$ cat src/verilog/tx_path_pkg.sv
package tx_path_pkg;

    ////////////////////////////////////////////////////////////
    // buffer geometry
    ////////////////////////////////////////////////////////////

    localparam int IBUF_AW    = 9;              // qword address bits
    localparam int IBUF_DEPTH = 2 ** IBUF_AW;   // 512 qwords
    localparam int PTR_W      = IBUF_AW + 1;    // extra msb tells full from empty
    localparam int QW_W       = 64;             // one qword per ram word

    ////////////////////////////////////////////////////////////
    // header qword layout
    ////////////////////////////////////////////////////////////

    // header sits in the slot just before the first data qword
    localparam int LEN_W       = 16;            // frame byte length
    localparam int HDR_LEN_LSB = 32;            // length lives in bits 47:32

    ////////////////////////////////////////////////////////////
    // wishbone register map
    ////////////////////////////////////////////////////////////

    localparam int WB_ADR_W = 2;                // word address bits

    // data port, one frame qword per write
    localparam int ADDR_DATA   = 0;

    // commit, byte length in the low 16 bits
    localparam int ADDR_COMMIT = 1;

    // status, free qword count on read
    localparam int ADDR_STATUS = 2;

endpackage
$ cat src/verilog/ibuf2mac.sv
`timescale 1ns/1ps

module ibuf2mac
    import tx_path_pkg::*;
(
    input  logic               clk,
    input  logic               rst,
    // ram read port
    output logic [IBUF_AW-1:0] rd_addr_o,
    input  logic [QW_W-1:0]    rd_data_i,
    // pointer exchange with the writer
    input  logic [PTR_W-1:0]   committed_prod_i,
    output logic [PTR_W-1:0]   committed_cons_o,
    // mac tx
    output logic [QW_W-1:0]    tx_data_o,
    output logic [QW_W/8-1:0]  tx_data_valid_o,
    output logic               tx_start_o,
    input  logic               tx_ack_i
);

    typedef enum logic [2:0] {
        SY_IDLE, SY_HDR, SY_PARSE, SY_CHECK, SY_ARMED
    } sync_state_t;

    typedef enum logic [2:0] {
        SN_IDLE, SN_PRE, SN_LOAD0, SN_LOAD1, SN_HOLD, SN_STREAM, SN_DONE
    } send_state_t;

    sync_state_t        sy_st;
    send_state_t        sn_st;

    logic [LEN_W-1:0]   len;        // header byte length
    logic [LEN_W-3:0]   qw_cnt;     // qwords in the frame
    logic [QW_W/8-1:0]  lst_ben;    // lanes of the last qword
    logic [PTR_W-1:0]   avail;      // committed qwords ahead of us
    logic               trig;
    logic [PTR_W-1:0]   rd_ptr;
    logic [PTR_W-1:0]   nxt_cons;   // header slot of the next frame
    logic [QW_W-1:0]    aux_qw;     // qword 1 parked while waiting for ack
    logic [LEN_W-3:0]   qw_snt;     // qwords handed to the mac

    assign rd_addr_o = rd_ptr[IBUF_AW-1:0];
    assign avail     = committed_prod_i - committed_cons_o;
    assign nxt_cons  = committed_cons_o + PTR_W'(qw_cnt) + PTR_W'(1);

    ////////////////////////////////////////////////////////////
    // frame sync
    ////////////////////////////////////////////////////////////
    // rd_ptr rests on the header slot whenever the sender is idle

    always_ff @(posedge clk) begin
        if (rst) begin
            sy_st <= SY_IDLE;
            trig  <= 1'b0;
        end else begin
            trig <= 1'b0;
            case (sy_st)
                SY_IDLE: begin
                    if (avail != '0) begin          // header slot now written
                        sy_st <= SY_HDR;
                    end
                end
                SY_HDR: begin
                    len   <= rd_data_i[HDR_LEN_LSB +: LEN_W];
                    sy_st <= SY_PARSE;
                end
                SY_PARSE: begin
                    // round up to whole qwords
                    qw_cnt <= {1'b0, len[LEN_W-1:3]} + (LEN_W-2)'(len[2:0] != 3'd0);
                    if (len[2:0] == 3'd0) begin
                        lst_ben <= '1;
                    end else begin
                        lst_ben <= (QW_W/8)'((9'd1 << len[2:0]) - 9'd1);
                    end
                    sy_st <= SY_CHECK;
                end
                SY_CHECK: begin
                    // header plus every data qword committed
                    if ((LEN_W-2)'(avail) > qw_cnt) begin
                        trig  <= 1'b1;
                        sy_st <= SY_ARMED;
                    end
                end
                SY_ARMED: begin
                    if (sn_st == SN_DONE) begin
                        sy_st <= SY_IDLE;
                    end
                end
                default: begin
                    sy_st <= SY_IDLE;
                end
            endcase
        end
    end

    ////////////////////////////////////////////////////////////
    // send
    ////////////////////////////////////////////////////////////
    // read pipe runs two qwords ahead of tx_data_o

    always_ff @(posedge clk) begin
        if (rst) begin
            sn_st            <= SN_IDLE;
            tx_start_o       <= 1'b0;
            tx_data_valid_o  <= '0;
            rd_ptr           <= '0;
            committed_cons_o <= '0;
        end else begin
            tx_start_o      <= 1'b0;
            tx_data_valid_o <= '0;
            case (sn_st)
                SN_IDLE: begin
                    if (trig) begin
                        rd_ptr <= committed_cons_o + PTR_W'(1);   // qword 0
                        sn_st  <= SN_PRE;
                    end
                end
                SN_PRE: begin
                    rd_ptr     <= rd_ptr + PTR_W'(1);
                    tx_start_o <= 1'b1;
                    sn_st      <= SN_LOAD0;
                end
                SN_LOAD0: begin
                    tx_data_o       <= rd_data_i;   // qword 0 shown until ack
                    tx_data_valid_o <= '1;
                    rd_ptr          <= rd_ptr + PTR_W'(1);
                    sn_st           <= SN_LOAD1;
                end
                SN_LOAD1: begin
                    tx_data_valid_o <= '1;
                    if (tx_ack_i) begin             // early ack, take qword 1 straight
                        tx_data_o <= rd_data_i;
                        rd_ptr    <= rd_ptr + PTR_W'(1);
                        qw_snt    <= (LEN_W-2)'(2);
                        sn_st     <= SN_STREAM;
                    end else begin
                        aux_qw <= rd_data_i;
                        sn_st  <= SN_HOLD;
                    end
                end
                SN_HOLD: begin
                    tx_data_valid_o <= '1;
                    if (tx_ack_i) begin
                        tx_data_o <= aux_qw;
                        rd_ptr    <= rd_ptr + PTR_W'(1);
                        qw_snt    <= (LEN_W-2)'(2);
                        sn_st     <= SN_STREAM;
                    end
                end
                SN_STREAM: begin
                    // no stall once the mac has acked
                    tx_data_o       <= rd_data_i;
                    tx_data_valid_o <= '1;
                    rd_ptr          <= rd_ptr + PTR_W'(1);
                    qw_snt          <= qw_snt + (LEN_W-2)'(1);
                    if (qw_snt == qw_cnt - (LEN_W-2)'(1)) begin
                        tx_data_valid_o <= lst_ben;
                        sn_st           <= SN_DONE;
                    end
                end
                SN_DONE: begin
                    // last qword on the bus this cycle
                    committed_cons_o <= nxt_cons;
                    rd_ptr           <= nxt_cons;
                    sn_st            <= SN_IDLE;
                end
                default: begin
                    sn_st <= SN_IDLE;
                end
            endcase
        end
    end

endmodule

$ cat config.mk
export PLATFORM = sky130hd
export DESIGN_NAME = ibuf2mac
export DESIGN_NICKNAME = d
export VERILOG_FILES = /design/src/verilog/tx_path_pkg.sv /design/src/verilog/ibuf2mac.sv
export SDC_FILE = /design/constraint.sdc
export NUM_CORES = 1
export LEC_CHECK = 0
export BUFFER_PORTS_ARGS = -buffer_cell sky130_fd_sc_hd__buf_4
export CORE_UTILIZATION = 61
export DETAILED_ROUTE_END_ITERATION = 10
export PLACE_DENSITY = 0.95
export SLEW_MARGIN = 20
export SYNTH_ARGS = -nofsm -noshare
export SYNTH_HDL_FRONTEND = slang
export SYNTH_SLANG_ARGS = --single-unit
$ cat constraint.sdc
create_clock -name clk -period 13 [get_ports clk]
set_input_delay 1.3 -clock clk [delete_from_list [all_inputs] [get_ports clk]]
set_output_delay 1.3 -clock clk [all_outputs]
set_load 0.02 [all_outputs]
==> results.txt <==
Post-Syn Area: 10,200 um2
FP Rows: 46
first-pass GRT wire length: 42.2 mm
share of layout cells above drive strength 1: 28.0%
Top Usage Layer GRT: met2
critical path cell sequence: buf_4, ha_1, a21o_1, or4_1, o211ai_1, nor2_1, ha_1, o21a_1, o21a_1, o21ai_0, a2111oi_0, nand3_1, and3b_1
Final Skew: 0.00967 ns
Final Hold Vio Count: 0
Final Cycle Share: 32.8%
Comb pwr share: 7.5%
Skew-Pair Late Insertion Delay: 0.51 ns
fill cell count: 926
Wirelength per Cell: 22.6 um
Worst Tran Pin Value: 0.999 ns
DRT Wirelength: 27.7 mm
Clock Sink Count: 215
Critical Path Fanout Max: 5
YS warnings: 0
cts repair resizes: 0
net count after synthesis: 930
synthesis-stage register bit count: 215
depth of the CTS H-tree: 1
via count: 7,637
Critical Path AT: 4.66 ns
Critical Path End Type: flop
Total Nets Final: 1,101
GRT met2 Usage: 55.4%
Worst EP required: 13.39 ns
Util after Layout: 77.0%
Net Sw Power: 343 uW
number of I/O pins: 169
RSZ-0062 raised after global routing: no
Setup Buffers After CTS: 0
slowest stage delay, CP: 0.74 ns
Crit Path Category: input pin to flop
Hold-fix buffers, CTS: 0
Hold Crit Class: flop to flop
Primary FF master, synth: edfxtp_1
Setup crit start kind: input pin
Max clock buf depth: 3
Detail Placement HPWL: 17.0 mm
GRT met3 Usage: 7.75%
Mapped Cells: 817
Fmax: 235 MHz
status: completed
internal power: 1160 uW
sequential fraction of the synthesis area: 59.7%
port bufs: 168
1st-iter DRT viols: 736
Total GRT Usage: 31.8%
Clock Pin Slew Worst Setup and Hold Paths: 0.06 ns
Final ANT Viol Nets: 0
Diodes inserted: 0
GPL Wtd Cong: 0.954
Initial Util: 63.5%
Num CTS Buffers: 23
Max VDD drop: 147 uV
Leak Pwr: 0.00458 uW
remaining global-route overflow: 0
DIE AREA: 17,300 um2
Root Driver: clkbuf_16
CTS tree: done
setup TNS: 0 ns
Slowest-stage cell, CP: a2111oi_0
Setup Viol. Count Final: 0
share of power burned in registers: 51.7%
vias in the first global route: 7,535
Max-Cap Viols: 0
DRT Pass-1 Iters: 6
sw frac: 22.9%
die height: 131 um
synth unique cells: 73
Yosys top cell by area: edfxtp_1
Async SR Flop Fraction: 0%
Max Slew Vio Count: 0
Syn-to-layout area delta: 21.3%
largest net degree at the start of global routing: 66
Crit path max-delay family: compound AO/OA/AOI/OAI gates
Residual DRC: 0
Core Footprint: 16,100 um2
Max-slew headroom: 33.4%
clock power share: 40.9%
Pwr Density: 121 nW/um2
Synth area leaders: edfxtp_1, dfxtp_1, mux2_2, ha_1, xnor2_1
Mapped Avg Cell Area: 12.5 um2
CP bufs+invs: 1
initial antenna violation count: 0
M1 GR Usage: 38.1%
Via density: 6.25
Die X: 131 um
Final min period: 4.26 ns
share of the synthesized area in the top cell type: 52.9%
number of flops mapped to enable cells by yosys: 180
worst reg2reg max path, cell delays in order (launching register included):
cell and delay, ns:
dfxtp_1 0.45, inv_1 0.15, ha_1 0.37, a21o_1 0.21, or4_1 0.42, o211ai_1 0.25, nor2_1 0.12, ha_1 0.36
o21a_1 0.16, o21a_1 0.13, o21ai_0 0.11, a2111oi_0 0.74, nand3_1 0.19, and3b_1 0.22
power groups by stage:
stage	combinational (uW)	sequential, uW	clock, uW
3_3_place_gp	98.0	788	0
5_1_grt	120	777	641
4_1_cts	110	775	615
3_5_place_dp	105	789	0
2_1_floorplan	63.5	785	0
6_report	112	776	614
stage by stage:
step           worst slack, ns  hold WS [ns]  cells  instance area [um2]  power, uW
2_1_floorplan             6.34         0.459    817                10200        849
3_3_place_gp              8.47         0.467   1179                11700        886
3_5_place_dp              8.35         0.475   1179                11700        893
4_1_cts                   8.84         0.488   1221                12400       1500
5_1_grt                   8.57         0.512   1221                12400       1540
6_report                  8.74         0.482   1221                12400       1500
synth_stat cells (all sizes together) (3+ instances only):
master   count
o21a         5
mux2        64
and4         3
xnor2       30
a21boi       3
a22oi        3
nor2        40
a211oi       6
nor3        19
a31oi        7
or2          5
clkbuf      24
o21bai       5
nand2b      13
nand4       11
ha          34
o211ai       5
o31ai        4
or4          4
and2         3
edfxtp     180
inv         41
nand3       24
dfxtp       35
xor2        23
buf          4
a21oi       52
a311oi       8
nand2       55
and3        15
nor4         9
nor2b        8
o21ai       22
or3         10
a21o         4
a2111oi      4
cell families (layout without fill, tap and decap cells):
logic type,count (synthesis),in the layout,synth area share (%)
simple gates,226,226,11.4
xor+xnor,53,53,4.54
other cells,1,1,0.0367
fa+ha+maj,36,36,4.55
buf+inv,69,257,2.62
compound gates,152,152,10.0
mux,65,65,7.15
flops,215,215,59.7
final cells by class:
| type | instances | area [um2] | share of cell area, % |
|---|---|---|---|
| flip-flops and latches | 215 | 6110 | 49.2 |
| multi-input cells | 533 | 3870 | 31.2 |
| repair buffers | 174 | 1310 | 10.5 |
| clock buffers | 28 | 594 | 4.79 |
| well taps | 216 | 270 | 2.18 |
| inverters | 41 | 154 | 1.24 |
| clock inverters | 14 | 98.8 | 0.797 |
metal layers:
layer  vias up  share of wire (%)
li1       3419                  -
met5         -                  0
met3        88                9.9
met2       497                 50
met1      3633                 36
met4         0                3.5
path summary, 6_finish.rpt:
path	from	endpoint	depth (start not counted)	slack (ns)
setup / recovery	committed_prod_i[6]	sy_st[1]$_SDFFE_PP0P_	13	8.74
setup reg to reg	committed_cons_o[6]$_SDFFE_PP0P_	sy_st[1]$_SDFFE_PP0P_	13	9.02
hold / removal	lst_ben[4]$_SDFFCE_PP1P_	tx_data_valid_o[4]$_SDFF_PP0_	2	0.48
hold reg to reg	lst_ben[4]$_SDFFCE_PP1P_	tx_data_valid_o[4]$_SDFF_PP0_	2	0.48
sequential cells by signal, indices dropped and copies added (netlist names):
signal and count:
qw_snt 14, sn_st 3, tx_data_o 64, aux_qw 64, trig 1, qw_cnt 14
tx_start_o 1, lst_ben 8, sy_st 3, len 16, rd_ptr 9, tx_data_valid_o 8
committed_cons_o 10
cell usage in the layout, fill, tap and decap left out, drive strengths merged, types with 7 or more instances in the layout:
cell,netlist,routed
and3,15,15
nand2b,13,13
xor2,23,23
nand3,24,24
nand2,55,55
edfxtp,180,180
nor4,9,9
nor2,40,40
dfxtp,35,35
a311oi,8,8
inv,41,42
nor2b,8,8
xnor2,30,30
or3,10,10
clkbuf,24,28
buf,4,174
mux2,64,64
o21ai,22,22
clkinv,0,9
nand4,11,11
a31oi,7,7
a21oi,52,52
nor3,19,19
ha,34,34
Note: power is estimated with default switching activity, not from simulation.
