$ cat src/verilog/tx_path_pkg.sv
package tx_path_pkg;

    ////////////////////////////////////////////////////////////
    // buffer geometry
    ////////////////////////////////////////////////////////////

    localparam int IBUF_AW    = 9;              // qword address bits
    localparam int IBUF_DEPTH = 2 ** IBUF_AW;   // 512 qwords
    localparam int PTR_W      = IBUF_AW + 1;    // extra msb tells full from empty
    localparam int QW_W       = 64;             // one qword per ram word

    ////////////////////////////////////////////////////////////
    // header qword layout
    ////////////////////////////////////////////////////////////

    // header sits in the slot just before the first data qword
    localparam int LEN_W       = 16;            // frame byte length
    localparam int HDR_LEN_LSB = 32;            // length lives in bits 47:32

    ////////////////////////////////////////////////////////////
    // wishbone register map
    ////////////////////////////////////////////////////////////

    localparam int WB_ADR_W = 2;                // word address bits

    // data port, one frame qword per write
    localparam int ADDR_DATA   = 0;

    // commit, byte length in the low 16 bits
    localparam int ADDR_COMMIT = 1;

    // status, free qword count on read
    localparam int ADDR_STATUS = 2;

endpackage
$ cat src/verilog/ibuf_writer.sv
`timescale 1ns/1ps

module ibuf_writer
    import tx_path_pkg::*;
(
    input  logic                clk,
    input  logic                rst,
    // wishbone classic slave
    input  logic                wb_cyc_i,
    input  logic                wb_stb_i,
    input  logic                wb_we_i,
    input  logic [WB_ADR_W-1:0] wb_adr_i,
    input  logic [QW_W-1:0]     wb_dat_i,
    output logic [QW_W-1:0]     wb_dat_o,
    output logic                wb_ack_o,
    // pointer exchange with the sender
    input  logic [PTR_W-1:0]    committed_cons_i,
    output logic [PTR_W-1:0]    committed_prod_o,
    // ram write port
    output logic                wr_en_o,
    output logic [IBUF_AW-1:0]  wr_addr_o,
    output logic [QW_W-1:0]     wr_data_o
);

    logic [PTR_W-1:0] sof_ptr;      // header slot of the frame being filled
    logic [PTR_W-1:0] wr_ptr;       // next data slot
    logic [PTR_W-1:0] used_cnt;     // qwords not yet freed by the sender
    logic [PTR_W-1:0] free_cnt;
    logic [QW_W-1:0]  hdr_qw;
    logic             live;
    logic             is_data;
    logic             is_commit;
    logic             is_status;
    logic             room;
    logic             has_data;
    logic             data_wr;
    logic             commit_wr;

    ////////////////////////////////////////////////////////////
    // decode
    ////////////////////////////////////////////////////////////

    // cycle right after an ack is never taken, so a held stb counts once
    assign live      = wb_cyc_i && wb_stb_i && !wb_ack_o;
    assign is_data   = (wb_adr_i == WB_ADR_W'(ADDR_DATA));
    assign is_commit = (wb_adr_i == WB_ADR_W'(ADDR_COMMIT));
    assign is_status = (wb_adr_i == WB_ADR_W'(ADDR_STATUS));

    // free space seen from the write pointer
    assign used_cnt = wr_ptr - committed_cons_i;        // wraps mod 2*depth
    assign free_cnt = PTR_W'(IBUF_DEPTH) - used_cnt;
    assign room     = (free_cnt >= PTR_W'(2));          // keep one for next header

    // commit with an empty frame does nothing
    assign has_data = (wr_ptr != sof_ptr + PTR_W'(1));

    assign data_wr   = live && wb_we_i && is_data && room;
    assign commit_wr = live && wb_we_i && is_commit && has_data;

    ////////////////////////////////////////////////////////////
    // ram write port
    ////////////////////////////////////////////////////////////

    always_comb begin
        hdr_qw = '0;
        hdr_qw[HDR_LEN_LSB +: LEN_W] = wb_dat_i[LEN_W-1:0];   // byte length
    end

    assign wr_en_o   = data_wr || commit_wr;
    assign wr_addr_o = commit_wr ? sof_ptr[IBUF_AW-1:0] : wr_ptr[IBUF_AW-1:0];
    assign wr_data_o = commit_wr ? hdr_qw : wb_dat_i;

    ////////////////////////////////////////////////////////////
    // ack and pointers
    ////////////////////////////////////////////////////////////

    always_ff @(posedge clk) begin
        if (rst) begin
            wb_ack_o         <= 1'b0;
            sof_ptr          <= '0;
            wr_ptr           <= PTR_W'(1);          // slot 0 held for first header
            committed_prod_o <= '0;
        end else begin
            wb_ack_o <= 1'b0;
            if (live) begin
                if (is_data && wb_we_i) begin
                    wb_ack_o <= room;               // stall host while full
                end else begin
                    wb_ack_o <= 1'b1;
                end
            end

            if (data_wr) begin
                wr_ptr <= wr_ptr + PTR_W'(1);
            end

            // publish frame, open next header slot
            if (commit_wr) begin
                committed_prod_o <= wr_ptr;         // one past last data qword
                sof_ptr          <= wr_ptr;
                wr_ptr           <= wr_ptr + PTR_W'(1);
            end
        end
    end

    // read data, only status has content
    always_ff @(posedge clk) begin
        if (live && !wb_we_i) begin
            wb_dat_o <= is_status ? QW_W'(free_cnt) : '0;
        end
    end

endmodule

$ cat config.mk
export PLATFORM = sky130hd
export DESIGN_NAME = ibuf_writer
export DESIGN_NICKNAME = d
export VERILOG_FILES = /design/src/verilog/tx_path_pkg.sv /design/src/verilog/ibuf_writer.sv
export SDC_FILE = /design/constraint.sdc
export NUM_CORES = 1
export LEC_CHECK = 0
export BUFFER_PORTS_ARGS = -buffer_cell sky130_fd_sc_hd__buf_2
export CORE_MARGIN = 2
export CORE_UTILIZATION = 38
export DETAILED_ROUTE_END_ITERATION = 8
export PLACE_DENSITY = 0.83
export REMOVE_ABC_BUFFERS = 1
export SKIP_CTS_REPAIR_TIMING = 1
export SLEW_MARGIN = 20
export SYNTH_ARGS = -nofsm -noshare
export SYNTH_HDL_FRONTEND = slang
export SYNTH_SLANG_ARGS = --single-unit
$ cat constraint.sdc
create_clock -name clk -period 3.8 [get_ports clk]
set_input_delay 0.76 -clock clk [delete_from_list [all_inputs] [get_ports clk]]
set_output_delay 0.76 -clock clk [all_outputs]
set_load 0.01 [all_outputs]
==> summary.md, run 1 <==
| Metric | Value |
|---|---|
| Critical path startpoint category | input port |
| Internal | 0.623 mW |
| Post-layout min period | 3860 ps |
| R2R depth | 13 |
| R2r endpoint | wr_ptr[8] |
| I/O pin total | 230 |
| WP data required | 3040 ps |
| CTS tree | built |
| Clock Tree Buf Depth | 2 |
| Final global-route overflow total | 0 |
| Distinct cells, synth | 52 |
| Cells after Synth | 379 |
| Area growth syn-to-layout | 36.7% |
| Util after Layout | 0.535 |
| Most used flip-flop cell after synthesis | dfxtp_1 |
| H-Tree Depth | 2 |
| Failing checks | negative setup slack |
| Antenna Violating Nets Remaining | 0 |
| Total CTS buffers | 5 |
| Reg2reg start | wr_ptr[3] |
| Pleak | 2.17 nW |
| Pwr Density | 210 nW/um^2 |
| Number of synthesized register bits | 31 |
| Fin crit share | 1.02 |
| Initial Util | 0.391 |
| Switching Share | 0.325 |
| Actual slew at the worst max-slew pin | 829 ps |
| Commonest non-fill, non-tap cell in the layout | buf_2 |
| Syn Std Cell Area | 3210 um^2 |
| Clk Latency, worst-skew pair | 290 ps |
| Yosys warning total | 0 |
| Detailed-route via count | 3,293 |
| Vias in the first global route | 2,795 |
| Num rows | 33 |
| Most frequent cells in the layout | buf_2, conb_1, nor2b_1 |
| Max Clock Skew | 5.28 ps |
| Chip Width | 96.0 um |
| Slew HR | 0.446 |
| Clk sinks | 31 |
| Final Hold Viols | 0 |
| Max-Cap Viols | 0 |
| GPL Wtd Cong | 0.839 |
| Sequential share of power | 0.377 |
| Sequential Area | 722 um^2 |
| RSZ-0062 raised after global routing | yes |
| Comb power frac | 0.342 |
| Setup slack at placement | -381 ps |
| HP Class | register to register |
| Status | finished with violations |
| Avg Cell Area, Syn | 8.48 um^2 |
| Layout cell share with drive strength beyond 1 | 0.440 |
| Crit path kind | input port to output port |
| Wire per inst | 14.4 um |
| Clk pwr share | 0.281 |
| FILL cells | 752 |
| Switching power | 0.300 mW |
| Seq/Total Area, Yosys | 0.224 |
| Via/cell ratio | 4.87 |
| Hold Crit Depth | 2 |
| Multi-input gate area | 2240 um^2 |
| Routed WL | 9770 um |
| Fmax | 0.259 GHz |
| Placed Instance Area | 4070 um^2 |
| Drt first-iter violations | 124 |
| WP data arrival | 3100 ps |
| Placed cell count | 656 |
| Final Non-Filler Cells | 676 |
| Reg2reg setup slack | 430 ps |
| ANT cells | 0 |
| DRT Pass-1 Iters | 4 |
| Slew Viols, Final | 0 |
| First-pass GRT wire length | 12,900 um |
| EDFF count, synth | 10 |
| Global Route Usage Sum | 0.178 |
| Hold Path Sink | sof_ptr[9] |
| Setup-failing EPs final | 1 |
| Die ar. | 9210 um^2 |
| Max FO, Critical Path | 4 |
| Largest net degree at the start of global routing | 53 |
| Final Instance Area | 4390 um^2 |
| I/O Buffers | 175 |
| Die H | 96.0 um |
| Worst vdd ir | 0.133 mV |
| Final net count | 671 |
| Ys async rst share | 0 |
| Root buffer cell | clkbuf_8 |
| Critical path endpoint category | output port |
| Clk slew on worst S/H paths | 70 ps |
| Post-detail-place hpwl | 7480 um |
| DR DRC count | 0 |
| Hold Crit Start | sof_ptr[9] |
| CORE AREA | 8220 um^2 |
| Setup ws final | -64.3 ps |
| Initial antenna violation count | 0 |
| Total power draw | 0.924 mW |
layout make-up:
class                      count  area share
clock buffer                   6      0.0165
clock inverter                 2     0.00285
inverter                      15      0.0128
multi-input combinational    313       0.510
sequential                    31       0.164
tap                          105      0.0299
timing repair buffer         204       0.264
logic make-up after synthesis:
kind of cell / Yosys count / synth area share
other: 1 / 0.00117
AND/OR/NAND/NOR: 139 / 0.241
buffers and inverters: 88 / 0.174
AO/OA/AOI/OAI: 53 / 0.110
multiplexers: 29 / 0.116
flip-flops: 31 / 0.224
adder cells (fa/ha/maj): 20 / 0.0802
XOR/XNOR: 18 / 0.0533
power by group through the flow:
stage	clock [mW]	sequential, mW	combinational (mW)
3_3_place_gp	0	0.356	0.271
4_1_cts	0.263	0.349	0.281
3_5_place_dp	0	0.356	0.279
6_report	0.259	0.349	0.316
2_1_floorplan	0	0.359	0.155
5_1_grt	0.276	0.349	0.346
how the worst max path moves through the flow:
stage                        startpoint           end  slack, ps  cells past startpoint
floorplan                    sof_ptr[0]  wr_addr_o[1]       -890                      7
global placement    committed_cons_i[1]       wr_en_o       -170                     11
detailed placement  committed_cons_i[1]       wr_en_o       -380                     11
CTS                 committed_cons_i[1]       wr_en_o       -380                     11
global route        committed_cons_i[0]       wr_en_o       -200                     13
finish              committed_cons_i[0]       wr_en_o        -60                     13
critical path, cell delays in order:
cell,delay [ps]
buf_6,90
inv_2,60
ha_4,130
inv_2,40
ha_4,160
fa_2,420
a211oi_4,340
nor2_1,90
xnor2_1,250
nand4_1,210
nor4_4,350
nor2_1,80
buf_2,140
cells in the mapped netlist, types with 5 or more instances:
cell / number / area (um^2)
nand4_1: 8 / 50.1
mux2_4: 16 / 240
buf_4: 54 / 405
ha_1: 19 / 238
dfxtp_1: 21 / 420
mux2i_1: 10 / 100
edfxtp_1: 10 / 300
nor2_1: 32 / 120
nor3_1: 6 / 30.0
a211oi_1: 5 / 37.5
xnor2_1: 11 / 96.3
nand2_1: 13 / 48.8
clkbuf_1: 14 / 52.6
a21oi_1: 10 / 50.1
nand3_1: 5 / 25.0
inv_1: 15 / 56.3
xor2_1: 6 / 52.6
nor2b_1: 51 / 319
o21ai_0: 12 / 60.1
sequential cells by signal, indices dropped and copies added, names as in the netlist:
signal    flops
sof_ptr      10
wb_dat_o     10
wr_ptr       10
wb_ack_o      1
metal layers:
| layer | GRT usage | wire [um] |
|---|---|---|
| met1 | 0.199 | 3660 |
| met3 | 0.0360 | 658 |
| met2 | 0.335 | 5290 |
| met4 | 0.0560 | 158 |
| met5 | 0 | 0 |
metrics by stage:
stage / hold slack [ps] / setup TNS (ps)
2_1_floorplan: 496 / -53660
3_3_place_gp: 529 / -174
3_5_place_dp: 537 / -1720
4_1_cts: 546 / -2640
5_1_grt: 562 / -428
6_report: 548 / -64.3
Power figures use the tool's default switching activity.
==> run 2: changes to the inputs <==
- CORE_MARGIN: 2 -> 3
==> run 2 against run 1 <==
Compared with the run above: the run still ends with negative setup slack left; fmax increased by 0.74%; design area decreased by 1.4%; first-iteration DRC count decreased by 20%; critical path depth decreased by 2; via count about the same; clock skew increased by 2.2 ps; non-clock buffer count decreased by 2; worst hold slack improved by 11 ps; final cell count decreased by 0.74%; power decreased by 0.82%; sequential cell count unchanged; critical path type unchanged; largest power group unchanged; highest routed layer unchanged.
==> summary.md, run 2 (synthesis results as in run 1) <==
| Metric | Value |
|---|---|
| Status | finished with violations |
| Failing checks | negative setup slack |
| Final Hold Viols | 0 |
| Max FO, Critical Path | 4 |
| Area growth syn-to-layout | 34.7% |
| Max-Cap Viols | 0 |
| Critical path endpoint category | output port |
| DRT Pass-1 Iters | 4 |
| Crit path top cell by count | ha_4 |
| Drt first-iter violations | 99 |
| CP max stage delay | 420 ps |
| Fin crit share | 1.01 |
| Setup-failing EPs final | 1 |
| Hold Crit Start | sof_ptr[9] |
| Initial antenna violation count | 0 |
| GPL Wtd Cong | 0.817 |
| Largest delay share family, worst path | adder cells |
| Fmax | 0.261 GHz |
| Setup slack at placement | -258 ps |
| Routing usage on met3 | 0.0364 |
| Max Clock Skew | 7.48 ps |
| Detailed-route via count | 3,291 |
| Worst vdd ir | 0.117 mV |
| I/O pin total | 230 |
| Placed Instance Area | 4120 um^2 |
| Multi-input gate area | 2220 um^2 |
| Clock Tree Buf Depth | 2 |
| CORE AREA | 7970 um^2 |
| Vias in the first global route | 3,044 |
| Actual slew at the worst max-slew pin | 789 ps |
| Wire per inst | 14.5 um |
| Die H | 98.0 um |
| Via/cell ratio | 4.90 |
| Met2 GRT Util | 0.354 |
| Layer with the highest usage | met2 |
| HP Class | register to register |
| Reg2reg start | wr_ptr[4] |
| Top Registers | sof_ptr: 10 flops, wb_dat_o: 10 flops, wr_ptr: 10 flops |
| Die ar. | 9600 um^2 |
| FILL cells | 750 |
| Setup ws final | -36.1 ps |
| Post-detail-place hpwl | 7890 um |
| CTS tree | built |
| DR DRC count | 0 |
| Clk Latency, worst-skew pair | 280 ps |
| Final net count | 669 |
| Layout cell share with drive strength beyond 1 | 0.429 |
| Initial Util | 0.403 |
| Slew HR | 0.472 |
| Crit path kind | input port to output port |
| Critical path startpoint category | input port |
| Most frequent cells in the layout | buf_2, conb_1, nor2b_1 |
| Met1 usage | 0.214 |
| ANT cells | 0 |
| Final global-route overflow total | 0 |
| Clk sinks | 31 |
| Pwr Density | 212 nW/um^2 |
| CP cell instances | buf_6 -> ha_4 -> ha_4 -> fa_2 -> a211oi_4 -> nor2_2 -> xnor2_1 -> nand4_1 -> nor4_4 -> nor2_1 -> buf_2 |
| Final Instance Area | 4330 um^2 |
| Num rows | 32 |
| First-pass GRT wire length | 15,000 um |
| Buf/Inv on CP | 2 |
| Global Route Usage Sum | 0.186 |
| Total CTS buffers | 5 |
| Slowest stage cell, crit path | fa_2 |
| Clk slew on worst S/H paths | 60 ps |
| Post-layout min period | 3840 ps |
| WP data arrival | 3080 ps |
| WHS | 559 ps |
| Pleak | 2.14 nW |
| Antenna Violating Nets Remaining | 0 |
| Largest net degree at the start of global routing | 45 |
| RSZ-0062 raised after global routing | yes |
| Slew Viols, Final | 0 |
| Chip Width | 98.0 um |
| Routed WL | 9720 um |
| H-Tree Depth | 2 |
| WP data required | 3040 ps |
| Util after Layout | 0.543 |
| I/O Buffers | 175 |
| Root buffer cell | clkbuf_8 |
| Commonest non-fill, non-tap cell in the layout | buf_2 |
| Sequential Area | 722 um^2 |
| CP startpoint | committed_cons_i[1] |
[run 2: routing by layer]
metal  part of all wire  vias up  wire (um)
met1               0.38     1557       3700
met3              0.071        8        691
met4             0.0076        0         74
met5                  0        -          0
li1                   -     1585          -
met2               0.54      141       5250
[run 2: where the power goes]
part | total, mW | leakage, nW | internal, mW | switching, mW
Clock | 0.253 | 0.0422 | 0.128 | 0.125
Combinational | 0.315 | 1.84 | 0.152 | 0.163
Sequential | 0.349 | 0.264 | 0.347 | 0.00141
Total | 0.916 | 2.14 | 0.627 | 0.289
[run 2: worst paths after layout]
check | depth (start not counted) | slack (ps) | endpoint
setup reg to reg | 11 | 470 | wr_ptr[5]
hold / removal | 2 | 560 | sof_ptr[9]
hold reg to reg | 2 | 560 | sof_ptr[9]
setup / recovery | 11 | -40 | wr_en_o
[run 2: area by class of cell]
class | instances | area share
Multi-Input combinational cell | 313 | 0.513
Timing Repair Buffer | 202 | 0.258
Sequential cell | 31 | 0.167
Tap cell | 102 | 0.0295
Clock buffer | 7 | 0.0176
Inverter | 15 | 0.0142
Clock inverter | 1 | 0.00116
[run 2: metrics by stage]
stage / power, mW / setup TNS [ps] / std cells
6_report: 0.916 / -36.1 / 671
2_1_floorplan: 0.514 / -53660 / 359
3_5_place_dp: 0.643 / -744 / 660
3_3_place_gp: 0.639 / -439 / 660
4_1_cts: 0.889 / -760 / 668
5_1_grt: 0.964 / -157 / 671
[run 2: worst reg2reg max path, stage by stage, from the launching register on]
cell,delay [ps]
dfxtp_1,400
inv_1,160
ha_1,310
ha_1,360
o21ai_0,130
or3_1,320
a211oi_1,280
nor2_1,140
or4_1,630
buf_4,210
a31o_2,190
a21oi_1,120
==> run 3: changes to the inputs <==
--- a/config.mk
+++ b/config.mk
@@ -10,4 +10,5 @@
 export CORE_UTILIZATION = 38
 export DETAILED_ROUTE_END_ITERATION = 8
+export GPL_TIMING_DRIVEN = 0
 export PLACE_DENSITY = 0.83
 export REMOVE_ABC_BUFFERS = 1
==> constraint.sdc (replaced) <==
create_clock -name clk -period 3.8 [get_ports clk]
set_input_delay 0.76 -clock clk [delete_from_list [all_inputs] [get_ports clk]]
set_output_delay 0.76 -clock clk [all_outputs]
set_load 0.005 [all_outputs]
==> run 3 against run 2 <==
Compared with the run above: the flow still finishes with violations (negative setup slack); final cell count down 2.7%; setup slack got worse by 150 ps; sequential cell count is the same; clock skew down 1.4 ps; via count decreased by 0.24%; register-to-register slack got worse by 270 ps; sequential power barely moved; non-clock buffer count is 20 lower; power increased by 2.1%; critical endpoint unchanged; largest cell class unchanged; largest power group unchanged; highest routed layer unchanged.
==> summary.md, run 3 (synthesis results as in run 1) <==
| Metric | Value |
|---|---|
| Hold Crit Depth | 2 |
| Max FO, Critical Path | 4 |
| Clk sinks | 31 |
| First-pass GRT wire length | 14,800 um |
| Setup-failing EPs final | 1 |
| Switching power | 0.263 mW |
| Final Hold Viols | 0 |
| Actual slew at the worst max-slew pin | 868 ps |
| Vias in the first global route | 3,051 |
| Num rows | 32 |
| Placed Instance Area | 3950 um^2 |
| Internal | 0.672 mW |
| Most frequent cells in the layout | buf_2, conb_1, nor2b_1 |
| Post-detail-place hpwl | 7680 um |
| Global Route Usage Sum | 0.186 |
| CTS tree | built |
| Top Registers | sof_ptr: 10 flops, wb_dat_o: 10 flops, wr_ptr: 10 flops |
| Pwr Density | 222 nW/um^2 |
| Layout cell share with drive strength beyond 1 | 0.417 |
| Wire per inst | 15.7 um |
| Max-Cap Viols | 0 |
| Total CTS buffers | 5 |
| Final net count | 651 |
| RSZ-0062 raised after global routing | yes |
| Comb power frac | 0.283 |
| Sequential share of power | 0.374 |
| Final Instance Area | 4220 um^2 |
| Worst vdd ir | 0.117 mV |
| Root buffer cell | clkbuf_8 |
| Switching Share | 0.282 |
| Critical path startpoint category | input port |
| Die H | 98.0 um |
| R2R depth | 11 |
| Max Clock Skew | 6.13 ps |
| Largest net degree at the start of global routing | 51 |
| WP data required | 3040 ps |
| Clk Latency, worst-skew pair | 290 ps |
| Clock Tree Buf Depth | 2 |
| Setup ws final | -183 ps |
| Post-layout min period | 3980 ps |
| ANT cells | 0 |
| Placed cell count | 637 |
| Initial antenna violation count | 0 |
| CORE AREA | 7970 um^2 |
| Commonest non-fill, non-tap cell in the layout | buf_2 |
| Initial Util | 0.403 |
| Setup slack at placement | -750 ps |
| Failing checks | negative setup slack |
| DR DRC count | 0 |
| Slew Viols, Final | 0 |
| Drt first-iter violations | 216 |
| Via/cell ratio | 5.03 |
| HP Class | register to register |
| Detailed-route via count | 3,283 |
| Clk pwr share | 0.343 |
| Final Non-Filler Cells | 653 |
| Final global-route overflow total | 0 |
| H-Tree Depth | 2 |
| GPL Wtd Cong | 0.819 |
| Chip Width | 98.0 um |
| Fin crit share | 1.05 |
| Die ar. | 9600 um^2 |
| Area growth syn-to-layout | 31.2% |
| DRT Pass-1 Iters | 4 |
| I/O Buffers | 175 |
| Crit path kind | input port to output port |
| WP data arrival | 3220 ps |
| Routed WL | 10,200 um |
| Total power draw | 0.935 mW |
| Fmax | 0.251 GHz |
| Critical path endpoint category | output port |
| Pleak | 2.07 nW |
| Clk slew on worst S/H paths | 60 ps |
| Antenna Violating Nets Remaining | 0 |
| Status | finished with violations |
| Slew HR | 0.420 |
| I/O pin total | 230 |
-- run 3: changes by cell type in the layout (fill, tap and decap cells not counted), sizes merged --
cell / previous run / this run
buf: 202 / 182
clkbuf: 7 / 5
bufinv: 0 / 1
o311a: 1 / 3
clkinv: 1 / 2
-- run 3: layer usage --
layer | wire length, um | up-vias | track usage
met3 | 852 | 20 | 0.0407
met5 | 0 | - | 0
li1 | - | 1558 | -
met1 | 3560 | 1544 | 0.202
met4 | 261 | 0 | 0.0628
met2 | 5580 | 161 | 0.353
-- run 3: stage by stage --
step	util	hold slack (ps)	setup TNS, ps
detailed placement	0.495	546	-3130
global placement	0.491	536	-105580
CTS	0.509	557	-8820
floorplan	-	496	-44110
global route	0.529	575	-286
finish	0.529	545	-183
-- run 3: cell type report --
cell class                 count  area, um^2
timing repair buffer         182         953
sequential                    31         727
tap                          102         128
inverter                      15        58.8
fill                         710        3750
multi-input combinational    315        2240
clock inverter                 3        38.8
clock buffer                   5        68.8
-- run 3: critical path: stages --
cell	delay [ps]
buf_6	100
ha_4	210
ha_4	170
fa_2	420
a211oi_4	330
nor2_1	90
xnor2_1	220
nand4_1	230
nor4_4	460
nor2_1	80
buf_2	150
-- run 3: worst paths after layout --
| check | to | slack, ps | from |
|---|---|---|---|
| max reg2reg | wr_ptr[6] | 200 | wr_ptr[1] |
| min | wr_ptr[1] | 540 | wr_ptr[1] |
| min reg2reg | wr_ptr[1] | 540 | wr_ptr[1] |
| max | wr_en_o | -180 | committed_cons_i[1] |
-- run 3: power groups by stage --
stage,combinational (mW),clock [mW],sequential [mW]
2_1_floorplan,0.129,0,0.357
3_3_place_gp,0.227,0,0.357
3_5_place_dp,0.236,0,0.357
4_1_cts,0.238,0.322,0.349
5_1_grt,0.291,0.344,0.350
6_report,0.265,0.321,0.350
